File: src/verilog/copro_pkg.sv
// Shared encodings for the coprocessor; operations map one to one onto funct3 0..5 of custom-0
package copro_pkg;

  // Operation codes, listed in the same order as their funct3 values
  typedef enum logic [2:0] {
    SADD_SAT = 3'd0,
    SSUB_SAT = 3'd1,
    POPCNT   = 3'd2,
    BREV     = 3'd3,
    ABSDIFF  = 3'd4,
    ADD_CHK  = 3'd5
  } copro_op_e;

  // Major opcode of the custom-0 space in the base RISC-V map
  localparam logic [6:0] OPCODE_CUSTOM0 = 7'b0001011;

  // Only funct7 of zero is offloaded here
  localparam logic [6:0] FUNCT7_COPRO = 7'b0000000;

  // Highest funct3 value that names a valid operation
  localparam logic [2:0] FUNCT3_LAST = 3'd5;

  // Exception code for a checked add that overflows
  // Taken from the range the privileged spec reserves for custom use
  localparam logic [5:0] EXC_OVERFLOW = 6'd24;

endpackage
File: src/verilog/copro_top.sv
// Coprocessor top; only issue and result channels, no hazard tracking, 2*DEPTH instructions in flight
`timescale 1ns/1ps

module copro_top #(
  parameter int unsigned XLEN     = 32,
  parameter int unsigned ID_WIDTH = 4,
  parameter int unsigned DEPTH    = 4
) (
  input  logic                clk_i,
  input  logic                arst_n_i,
  input  logic                issue_valid_i,
  input  logic [31:0]         issue_instr_i,
  input  logic [XLEN-1:0]     issue_rs1_i,
  input  logic [XLEN-1:0]     issue_rs2_i,
  input  logic [ID_WIDTH-1:0] issue_id_i,
  output logic                issue_ready_o,
  output logic                issue_accept_o,
  output logic                issue_writeback_o,
  output logic                result_valid_o,
  output logic [ID_WIDTH-1:0] result_id_o,
  output logic [XLEN-1:0]     result_data_o,
  output logic [4:0]          result_rd_o,
  output logic                result_we_o,
  output logic                result_exc_o,
  output logic [5:0]          result_exccode_o,
  input  logic                result_ready_i
);

  typedef struct packed {
    copro_pkg::copro_op_e op;
    logic [XLEN-1:0]      rs1;
    logic [XLEN-1:0]      rs2;
    logic [4:0]           rd;
    logic [ID_WIDTH-1:0]  id;
  } dec_entry_t;

  typedef struct packed {
    logic [ID_WIDTH-1:0] id;
    logic [XLEN-1:0]     data;
    logic [4:0]          rd;
    logic                we;
    logic                exc;
    logic [5:0]          exccode;
  } res_entry_t;

  // Entries are assembled field by field from the stage outputs
  wire dec_entry_t dec_in;
  wire dec_entry_t dec_head;
  wire res_entry_t res_in;
  wire res_entry_t res_head;
  wire             dec_push;
  wire             dec_full;
  wire             dec_pop;
  wire             dec_valid;
  wire             res_push;
  wire             res_full;
  wire             res_pop;
  wire             res_valid;

  copro_decode #(.XLEN(XLEN), .ID_WIDTH(ID_WIDTH)) i_copro_decode (
    .clk_i             (clk_i),
    .arst_n_i          (arst_n_i),
    .issue_valid_i     (issue_valid_i),
    .issue_instr_i     (issue_instr_i),
    .issue_rs1_i       (issue_rs1_i),
    .issue_rs2_i       (issue_rs2_i),
    .issue_id_i        (issue_id_i),
    .fifo_full_i       (dec_full),
    .issue_ready_o     (issue_ready_o),
    .issue_accept_o    (issue_accept_o),
    .issue_writeback_o (issue_writeback_o),
    .dec_push_o        (dec_push),
    .dec_op_o          (dec_in.op),
    .dec_rs1_o         (dec_in.rs1),
    .dec_rs2_o         (dec_in.rs2),
    .dec_rd_o          (dec_in.rd),
    .dec_id_o          (dec_in.id)
  );

  copro_fifo #(.T_ENTRY(dec_entry_t), .DEPTH(DEPTH)) i_dec_fifo (
    .clk_i    (clk_i),
    .arst_n_i (arst_n_i),
    .push_i   (dec_push),
    .data_i   (dec_in),
    .full_o   (dec_full),
    .pop_i    (dec_pop),
    .data_o   (dec_head),
    .valid_o  (dec_valid)
  );

  copro_execute #(.XLEN(XLEN), .ID_WIDTH(ID_WIDTH)) i_copro_execute (
    .dec_valid_i   (dec_valid),
    .dec_op_i      (dec_head.op),
    .dec_rs1_i     (dec_head.rs1),
    .dec_rs2_i     (dec_head.rs2),
    .dec_rd_i      (dec_head.rd),
    .dec_id_i      (dec_head.id),
    .res_full_i    (res_full),
    .dec_pop_o     (dec_pop),
    .res_push_o    (res_push),
    .res_id_o      (res_in.id),
    .res_data_o    (res_in.data),
    .res_rd_o      (res_in.rd),
    .res_we_o      (res_in.we),
    .res_exc_o     (res_in.exc),
    .res_exccode_o (res_in.exccode)
  );

  copro_fifo #(.T_ENTRY(res_entry_t), .DEPTH(DEPTH)) i_res_fifo (
    .clk_i    (clk_i),
    .arst_n_i (arst_n_i),
    .push_i   (res_push),
    .data_i   (res_in),
    .full_o   (res_full),
    .pop_i    (res_pop),
    .data_o   (res_head),
    .valid_o  (res_valid)
  );

  copro_result #(.XLEN(XLEN), .ID_WIDTH(ID_WIDTH)) i_copro_result (
    .clk_i            (clk_i),
    .arst_n_i         (arst_n_i),
    .q_valid_i        (res_valid),
    .q_id_i           (res_head.id),
    .q_data_i         (res_head.data),
    .q_rd_i           (res_head.rd),
    .q_we_i           (res_head.we),
    .q_exc_i          (res_head.exc),
    .q_exccode_i      (res_head.exccode),
    .result_ready_i   (result_ready_i),
    .q_pop_o          (res_pop),
    .result_valid_o   (result_valid_o),
    .result_id_o      (result_id_o),
    .result_data_o    (result_data_o),
    .result_rd_o      (result_rd_o),
    .result_we_o      (result_we_o),
    .result_exc_o     (result_exc_o),
    .result_exccode_o (result_exccode_o)
  );

endmodule

File: src/verilog/copro_result.sv
// Result channel driver; the head of the result queue is the payload and leaves on valid and ready
`timescale 1ns/1ps

module copro_result #(
  parameter int unsigned XLEN     = 32,
  parameter int unsigned ID_WIDTH = 4
) (
  input  logic                clk_i,
  input  logic                arst_n_i,
  input  logic                q_valid_i,
  input  logic [ID_WIDTH-1:0] q_id_i,
  input  logic [XLEN-1:0]     q_data_i,
  input  logic [4:0]          q_rd_i,
  input  logic                q_we_i,
  input  logic                q_exc_i,
  input  logic [5:0]          q_exccode_i,
  input  logic                result_ready_i,
  output logic                q_pop_o,
  output logic                result_valid_o,
  output logic [ID_WIDTH-1:0] result_id_o,
  output logic [XLEN-1:0]     result_data_o,
  output logic [4:0]          result_rd_o,
  output logic                result_we_o,
  output logic                result_exc_o,
  output logic [5:0]          result_exccode_o
);

  logic xfer;

  assign result_valid_o   = q_valid_i;
  assign result_id_o      = q_id_i;
  assign result_data_o    = q_data_i;
  assign result_rd_o      = q_rd_i;
  assign result_we_o      = q_we_i;
  assign result_exc_o     = q_exc_i;
  assign result_exccode_o = q_exccode_i;

  assign xfer    = q_valid_i && result_ready_i;
  assign q_pop_o = xfer;

  a_payload_stable : assert property (@(posedge clk_i) disable iff (!arst_n_i)
    (result_valid_o && !result_ready_i) |=>
      (result_valid_o && $stable({result_id_o, result_data_o, result_rd_o,
                                  result_we_o, result_exc_o, result_exccode_o})));

endmodule

File: src/verilog/copro_execute.sv
// Single-cycle execute between the queues; XLEN must be a multiple of 8 for the byte reverse
`timescale 1ns/1ps

module copro_execute #(
  parameter int unsigned XLEN     = 32,
  parameter int unsigned ID_WIDTH = 4
) (
  input  logic                 dec_valid_i,
  input  copro_pkg::copro_op_e dec_op_i,
  input  logic [XLEN-1:0]      dec_rs1_i,
  input  logic [XLEN-1:0]      dec_rs2_i,
  input  logic [4:0]           dec_rd_i,
  input  logic [ID_WIDTH-1:0]  dec_id_i,
  input  logic                 res_full_i,
  output logic                 dec_pop_o,
  output logic                 res_push_o,
  output logic [ID_WIDTH-1:0]  res_id_o,
  output logic [XLEN-1:0]      res_data_o,
  output logic [4:0]           res_rd_o,
  output logic                 res_we_o,
  output logic                 res_exc_o,
  output logic [5:0]           res_exccode_o
);

  localparam logic [XLEN-1:0] SMAX = {1'b0, {(XLEN-1){1'b1}}};
  localparam logic [XLEN-1:0] SMIN = {1'b1, {(XLEN-1){1'b0}}};

  function automatic logic [XLEN-1:0] popcnt(input logic [XLEN-1:0] v);
    logic [XLEN-1:0] cnt;
    cnt = '0;
    for (int i = 0; i < XLEN; i++) begin
      cnt = cnt + XLEN'(v[i]);
    end
    return cnt;
  endfunction

  function automatic logic [XLEN-1:0] brev(input logic [XLEN-1:0] v);
    logic [XLEN-1:0] r;
    r = '0;
    for (int b = 0; b < XLEN / 8; b++) begin
      r[8*b +: 8] = v[XLEN-8-8*b +: 8];
    end
    return r;
  endfunction

  logic [XLEN-1:0] sum;
  logic [XLEN-1:0] diff;
  logic            add_ovf;
  logic            sub_ovf;

  assign sum  = dec_rs1_i + dec_rs2_i;
  assign diff = dec_rs1_i - dec_rs2_i;

  // Overflow from the operand and result signs
  assign add_ovf = (dec_rs1_i[XLEN-1] == dec_rs2_i[XLEN-1]) &&
                   (sum[XLEN-1] != dec_rs1_i[XLEN-1]);
  assign sub_ovf = (dec_rs1_i[XLEN-1] != dec_rs2_i[XLEN-1]) &&
                   (diff[XLEN-1] != dec_rs1_i[XLEN-1]);

  // The head moves only when there is room downstream
  assign dec_pop_o  = dec_valid_i && !res_full_i;
  assign res_push_o = dec_pop_o;
  assign res_id_o   = dec_id_i;
  assign res_rd_o   = dec_rd_i;

  always_comb begin
    res_data_o = '0;
    res_exc_o  = 1'b0;
    unique case (dec_op_i)
      copro_pkg::SADD_SAT: res_data_o = add_ovf ? (dec_rs1_i[XLEN-1] ? SMIN : SMAX) : sum;
      copro_pkg::SSUB_SAT: res_data_o = sub_ovf ? (dec_rs1_i[XLEN-1] ? SMIN : SMAX) : diff;
      copro_pkg::POPCNT:   res_data_o = popcnt(dec_rs1_i);
      copro_pkg::BREV:     res_data_o = brev(dec_rs1_i);
      copro_pkg::ABSDIFF: begin
        res_data_o = ($signed(dec_rs1_i) >= $signed(dec_rs2_i)) ? diff : dec_rs2_i - dec_rs1_i;
      end
      copro_pkg::ADD_CHK: begin
        // A trapping add writes nothing back
        res_exc_o  = add_ovf;
        res_data_o = add_ovf ? '0 : sum;
      end
      default: res_data_o = '0;
    endcase
  end

  assign res_we_o      = !res_exc_o;
  assign res_exccode_o = res_exc_o ? copro_pkg::EXC_OVERFLOW : 6'd0;

endmodule

File: src/verilog/copro_decode.sv
// Issue stage decode; accept and writeback are combinational and follow valid, core holds inputs on stall
`timescale 1ns/1ps

module copro_decode #(
  parameter int unsigned XLEN     = 32,
  parameter int unsigned ID_WIDTH = 4
) (
  input  logic                 clk_i,
  input  logic                 arst_n_i,
  input  logic                 issue_valid_i,
  input  logic [31:0]          issue_instr_i,
  input  logic [XLEN-1:0]      issue_rs1_i,
  input  logic [XLEN-1:0]      issue_rs2_i,
  input  logic [ID_WIDTH-1:0]  issue_id_i,
  input  logic                 fifo_full_i,
  output logic                 issue_ready_o,
  output logic                 issue_accept_o,
  output logic                 issue_writeback_o,
  output logic                 dec_push_o,
  output copro_pkg::copro_op_e dec_op_o,
  output logic [XLEN-1:0]      dec_rs1_o,
  output logic [XLEN-1:0]      dec_rs2_o,
  output logic [4:0]           dec_rd_o,
  output logic [ID_WIDTH-1:0]  dec_id_o
);

  logic [6:0] opcode;
  logic [4:0] rd;
  logic [2:0] funct3;
  logic [6:0] funct7;
  logic       legal;

  // R-type field positions
  assign opcode = issue_instr_i[6:0];
  assign rd     = issue_instr_i[11:7];
  assign funct3 = issue_instr_i[14:12];
  assign funct7 = issue_instr_i[31:25];

  assign legal = (opcode == copro_pkg::OPCODE_CUSTOM0) &&
                 (funct7 == copro_pkg::FUNCT7_COPRO) &&
                 (funct3 <= copro_pkg::FUNCT3_LAST);

  // A rejected instruction still handshakes, it just never reaches the queue
  assign issue_ready_o     = !fifo_full_i;
  assign issue_accept_o    = issue_valid_i && legal;
  assign issue_writeback_o = issue_accept_o;

  assign dec_push_o = issue_valid_i && issue_ready_o && legal;
  assign dec_op_o   = copro_pkg::copro_op_e'(funct3);
  assign dec_rs1_o  = issue_rs1_i;
  assign dec_rs2_o  = issue_rs2_i;
  assign dec_rd_o   = rd;
  assign dec_id_o   = issue_id_i;

  // Once offered the instruction may not be withdrawn or changed before it is taken
  a_issue_stable : assert property (@(posedge clk_i) disable iff (!arst_n_i)
    (issue_valid_i && !issue_ready_o) |=>
      (issue_valid_i && $stable(issue_instr_i) && $stable(issue_rs1_i) &&
       $stable(issue_rs2_i) && $stable(issue_id_i)));

endmodule

File: src/verilog/copro_fifo.sv
// Queue without fall-through: a pushed entry shows on data_o from the next cycle; push on full is dropped
`timescale 1ns/1ps

module copro_fifo #(
  parameter type         T_ENTRY = logic,
  parameter int unsigned DEPTH   = 4
) (
  input  logic   clk_i,
  input  logic   arst_n_i,
  input  logic   push_i,
  input  T_ENTRY data_i,
  output logic   full_o,
  input  logic   pop_i,
  output T_ENTRY data_o,
  output logic   valid_o
);

  localparam int unsigned PTR_W = (DEPTH > 1) ? $clog2(DEPTH) : 1;
  localparam int unsigned CNT_W = $clog2(DEPTH + 1);

  T_ENTRY             mem_q [DEPTH];
  logic [PTR_W-1:0]   wr_ptr_q;
  logic [PTR_W-1:0]   rd_ptr_q;
  logic [CNT_W-1:0]   count_q;
  logic               push_en;
  logic               pop_en;

  assign full_o  = (count_q == CNT_W'(DEPTH));
  assign valid_o = (count_q != '0);
  assign data_o  = mem_q[rd_ptr_q];

  assign push_en = push_i && !full_o;
  assign pop_en  = pop_i && valid_o;

  // Pointers wrap explicitly so DEPTH need not be a power of two
  always_ff @(posedge clk_i or negedge arst_n_i) begin
    if (!arst_n_i) begin
      wr_ptr_q <= '0;
      rd_ptr_q <= '0;
      count_q  <= '0;
    end else begin
      if (push_en) begin
        wr_ptr_q <= (wr_ptr_q == PTR_W'(DEPTH - 1)) ? '0 : wr_ptr_q + 1'b1;
      end
      if (pop_en) begin
        rd_ptr_q <= (rd_ptr_q == PTR_W'(DEPTH - 1)) ? '0 : rd_ptr_q + 1'b1;
      end
      if (push_en && !pop_en) begin
        count_q <= count_q + 1'b1;
      end else if (pop_en && !push_en) begin
        count_q <= count_q - 1'b1;
      end
    end
  end

  always_ff @(posedge clk_i) begin
    if (push_en) begin
      mem_q[wr_ptr_q] <= data_i;
    end
  end

  // The producer must look at full_o and the consumer at valid_o
  a_no_push_full : assert property (@(posedge clk_i) disable iff (!arst_n_i)
    push_i |-> !full_o);
  a_no_pop_empty : assert property (@(posedge clk_i) disable iff (!arst_n_i)
    pop_i |-> valid_o);

endmodule

File: config.mk
export PLATFORM = sky130hd
export DESIGN_NAME = copro_top
export DESIGN_NICKNAME = d
export VERILOG_FILES = /design/src/verilog/copro_pkg.sv /design/src/verilog/copro_top.sv /design/src/verilog/copro_result.sv /design/src/verilog/copro_execute.sv /design/src/verilog/copro_decode.sv /design/src/verilog/copro_fifo.sv
export SDC_FILE = /design/constraint.sdc
export NUM_CORES = 1
export LEC_CHECK = 0
export BUFFER_PORTS_ARGS = -buffer_cell sky130_fd_sc_hd__buf_4
export CAP_MARGIN = 20
export CORE_ASPECT_RATIO = 0.8
export CORE_UTILIZATION = 25
export CTS_CLUSTER_DIAMETER = 30
export DETAILED_ROUTE_END_ITERATION = 8
export PLACE_DENSITY = 0.47
export SLEW_MARGIN = 20
export SYNTH_ARGS = -nofsm -noshare
export SYNTH_HDL_FRONTEND = slang
export SYNTH_SLANG_ARGS = --single-unit
export TNS_END_PERCENT = 50
File: constraint.sdc
create_clock -name clk_i -period 12.3 [get_ports clk_i]
set_input_delay 1.23 -clock clk_i [delete_from_list [all_inputs] [get_ports clk_i]]
set_output_delay 1.23 -clock clk_i [all_outputs]
set_load 0.02 [all_outputs]
==> flow_summary_export.csv <==
group,metric,value,unit
layout,seqCellArea,0.0147,sq mm
floorplan,die_w,357,microns
yosys,synth.largest_area_cell,"edfxtp_1",
route,antenna_left,0,
layout,nets,2188,
critical_path,startpoint_type,"flop",
critical_path,worst_r2r_endpoint,"i_res_fifo.mem_q[0][31]",
timing,drv_slew,0,
yosys,synth_top_area_share,56.6,%
clock_network,cts_buffers,93,
critical_path,crit_type,"flop to flop",
yosys,postSynthAreaPerCell,14.3,sq um
timing,clock_skew,0.0463,ns
clock_network,path_clk_slew,0.05,ns
clock_network,tritoncts,"done",
critical_path,path_cells,"buf_4 > mux4_2 > inv_1 > ha_1 > nand3_1 > o21bai_1 > a2111oi_0 > nor2_1 > o211ai_2 > a41oi_1 > o21bai_1 > a21o_1 > a311oi_1 > fa_1 > xnor2_1 > nand2b_1 > buf_4 > o21ai_1 > a221o_1 > a21oi_1 > o21ai_1",
critical_path,slowest_delay,0.96,ns
timing,worst_pin_slew,1.11,ns
yosys,synthArstFlopShare,2.86,%
layout,multi_input_area,0.00970,sq mm
timing,fin_hold_ws,0.438,ns
critical_path,worstPathRequired,12.66,ns
clock_network,clkSinkCount,490,
route,dr_total_vias,15900,
route,wl,76.1,mm
placed_design,dp_hpwl,54.4,mm
critical_path,worstRegToRegCells,21,
timing,hold_viol_final,0,
yosys,synth.cells.most_frequent,"476 x edfxtp_1, 139 x inv_1, 124 x a21oi_1, 119 x mux4_2, 114 x ha_1",
outcome,status,"completed",
yosys,synth_cell_types,90,
critical_path,rrSetupSlack,3.96,ns
clock_network,cts_resized,0,
yosys,synth_edf_count,476,
critical_path,cp.arrival,8.70,ns
floorplan,io_pins,157,
critical_path,worst-path-buf-inv,3,
grt,grt_pass1_vias,16400,
route,drc,0,
grt,grt-ovfl-total,0,
grt,grt_pass1_wl,110,mm
layout,area_growth,22.6,%
layout,drive_gt1_share,24.1,%
layout,fillCellCount,9882,
timing,finalCritPeriodShare,67.8,%
layout,utilization,31.2,%
floorplan,start_util,25.4,%
clock_network,cts.path.max_buffers,3,
critical_path,timing.rr.start,"i_dec_fifo.rd_ptr_q[1]",
layout,num_antenna_cells,0,
yosys,synth_area,0.0253,sq mm
timing,relSlewSlack,25.8,%
timing,worst_slack,3.96,ns
yosys,yosysMostFrequentCell,"edfxtp_1",
floorplan,die_y,286,microns
timing,period_minus_slack,8.34,ns
route,drtPass1Iterations,5,
floorplan,placeableCoreArea,0.0994,sq mm
timing,max_freq,120,MHz
floorplan,rows,103,
critical_path,end_kind,"flop",
critical_path,path_max_fanout,46,
grt,grt_use_total,14.8,%
placed_design,pre_cts_slack,3.93,ns
grt,grt_start_max_net_pins,47,
yosys,yosys_warnings,0,
route,drt-initial-drc-count,1413,
placed_design,gp_congestion,0.896,
yosys,syn_inst,1767,
floorplan,dieArea,0.102,sq mm
route,wl_per_cell,22.9,microns
timing,finalSetupViolCount,0,
yosys,ys_seq_elements,490,
route,viasPerCell,4.79,
clock_network,postCtsSetupRepairBufs,0,
hold_path,hp-class,"input port to async pin",
yosys,ys.flop_type,"edfxtp_1",
yosys,yosysSeqAreaShare,57.9,%
run,maxCapViolCount,0,
clock_network,htreeDepth,3,
timing,rsz0062_at_grt,"no",
placed_design,port_buffers,142,
yosys,synth_area_leaders,"edfxtp_1 57%, mux4_2 11%, ha_1 5.6%, a21oi_1 2.5%, fa_1 2.4%",
critical_path,cp_top_family,"compound AO/OA/AOI/OAI gates",
grt,antenna_found_initial,0,
timing,setup_tns,0,ns
clock_network,hold_buffers,0,
clock_network,root_buffer,"clkbuf_16",
critical_path,slowest_stage,"dfrtp_4",
clock_network,clk_latency,0.65,ns
flip-flops by register name, summed over array words and instances (netlist names):
name and count:
i_dec_fifo.rd_ptr_q 2, i_res_fifo.count_q 3, i_dec_fifo.count_q 3, i_res_fifo.wr_ptr_q 2, i_dec_fifo.mem_q 304, i_res_fifo.rd_ptr_q 2, i_res_fifo.mem_q 172, i_dec_fifo.wr_ptr_q 2
layout make-up:
cell class	count	area share, %
clock buffers	104	7.78
flip-flops and latches	490	47.3
multi-input cells	1043	31.3
repair buffers	166	4.05
inverters	146	1.79
well taps	1312	5.30
clock inverters	68	2.48
placed cells by master, fill, tap and decap left out, drive strengths merged, types with 15 or more instances in the layout:
master	n
mux4	119
o21ai	81
clkinv	39
ha	114
a221oi	20
clkbuf	105
xnor2	56
a21oi	124
nand2	68
o21bai	19
edfxtp	476
nand2b	17
o211ai	15
nor2b	15
buf	165
nor2	85
nand3	23
a21o	21
inv	150
mux2i	19
fa	30
how the worst max path moves through the flow:
stage	start	to	slack (ns)	depth (start not counted)
floorplan	i_dec_fifo.rd_ptr_q[0]	i_res_fifo.mem_q[0][16]	5.29	22
global placement	i_dec_fifo.rd_ptr_q[0]	i_res_fifo.mem_q[0][31]	3.91	21
detailed placement	i_dec_fifo.rd_ptr_q[0]	i_res_fifo.mem_q[3][31]	3.93	21
CTS	i_dec_fifo.rd_ptr_q[0]	i_res_fifo.mem_q[1][31]	3.88	21
global route	i_dec_fifo.rd_ptr_q[0]	i_res_fifo.mem_q[0][32]	3.25	20
finish	i_dec_fifo.rd_ptr_q[1]	i_res_fifo.mem_q[0][31]	3.96	21
through the flow:
step / std cells / cell area, sq um
after CTS: 3328 / 31000
after global placement: 3156 / 27800
final: 3329 / 31000
after floorplan: 1770 / 25300
after global routing: 3329 / 31000
after detailed placement: 3156 / 27800
layer usage:
layer	track usage (%)	vias to the layer above	wire length [microns]
met5	0	-	0
met4	4.22	0	1820
met3	2.96	123	4520
met2	22.2	500	33400
met1	21.5	8147	36300
li1	-	7163	-
cell families (layout without fill, tap and decap cells):
group	Yosys count	count (layout)	synth area share [%]
other	1	4	0.0148
xor gates and xnor gates	70	70	2.43
and+or+nand+nor	282	282	5.39
AOI/OAI and AO/OA	398	398	10.7
buffers and inverters	237	484	3.88
muxes	145	145	11.7
adders and majority gates	144	144	8.02
DFF	490	490	57.9
Power is not shown: default switching activity piles up to over one toggle a cycle in this logic, so the estimate is an artifact.
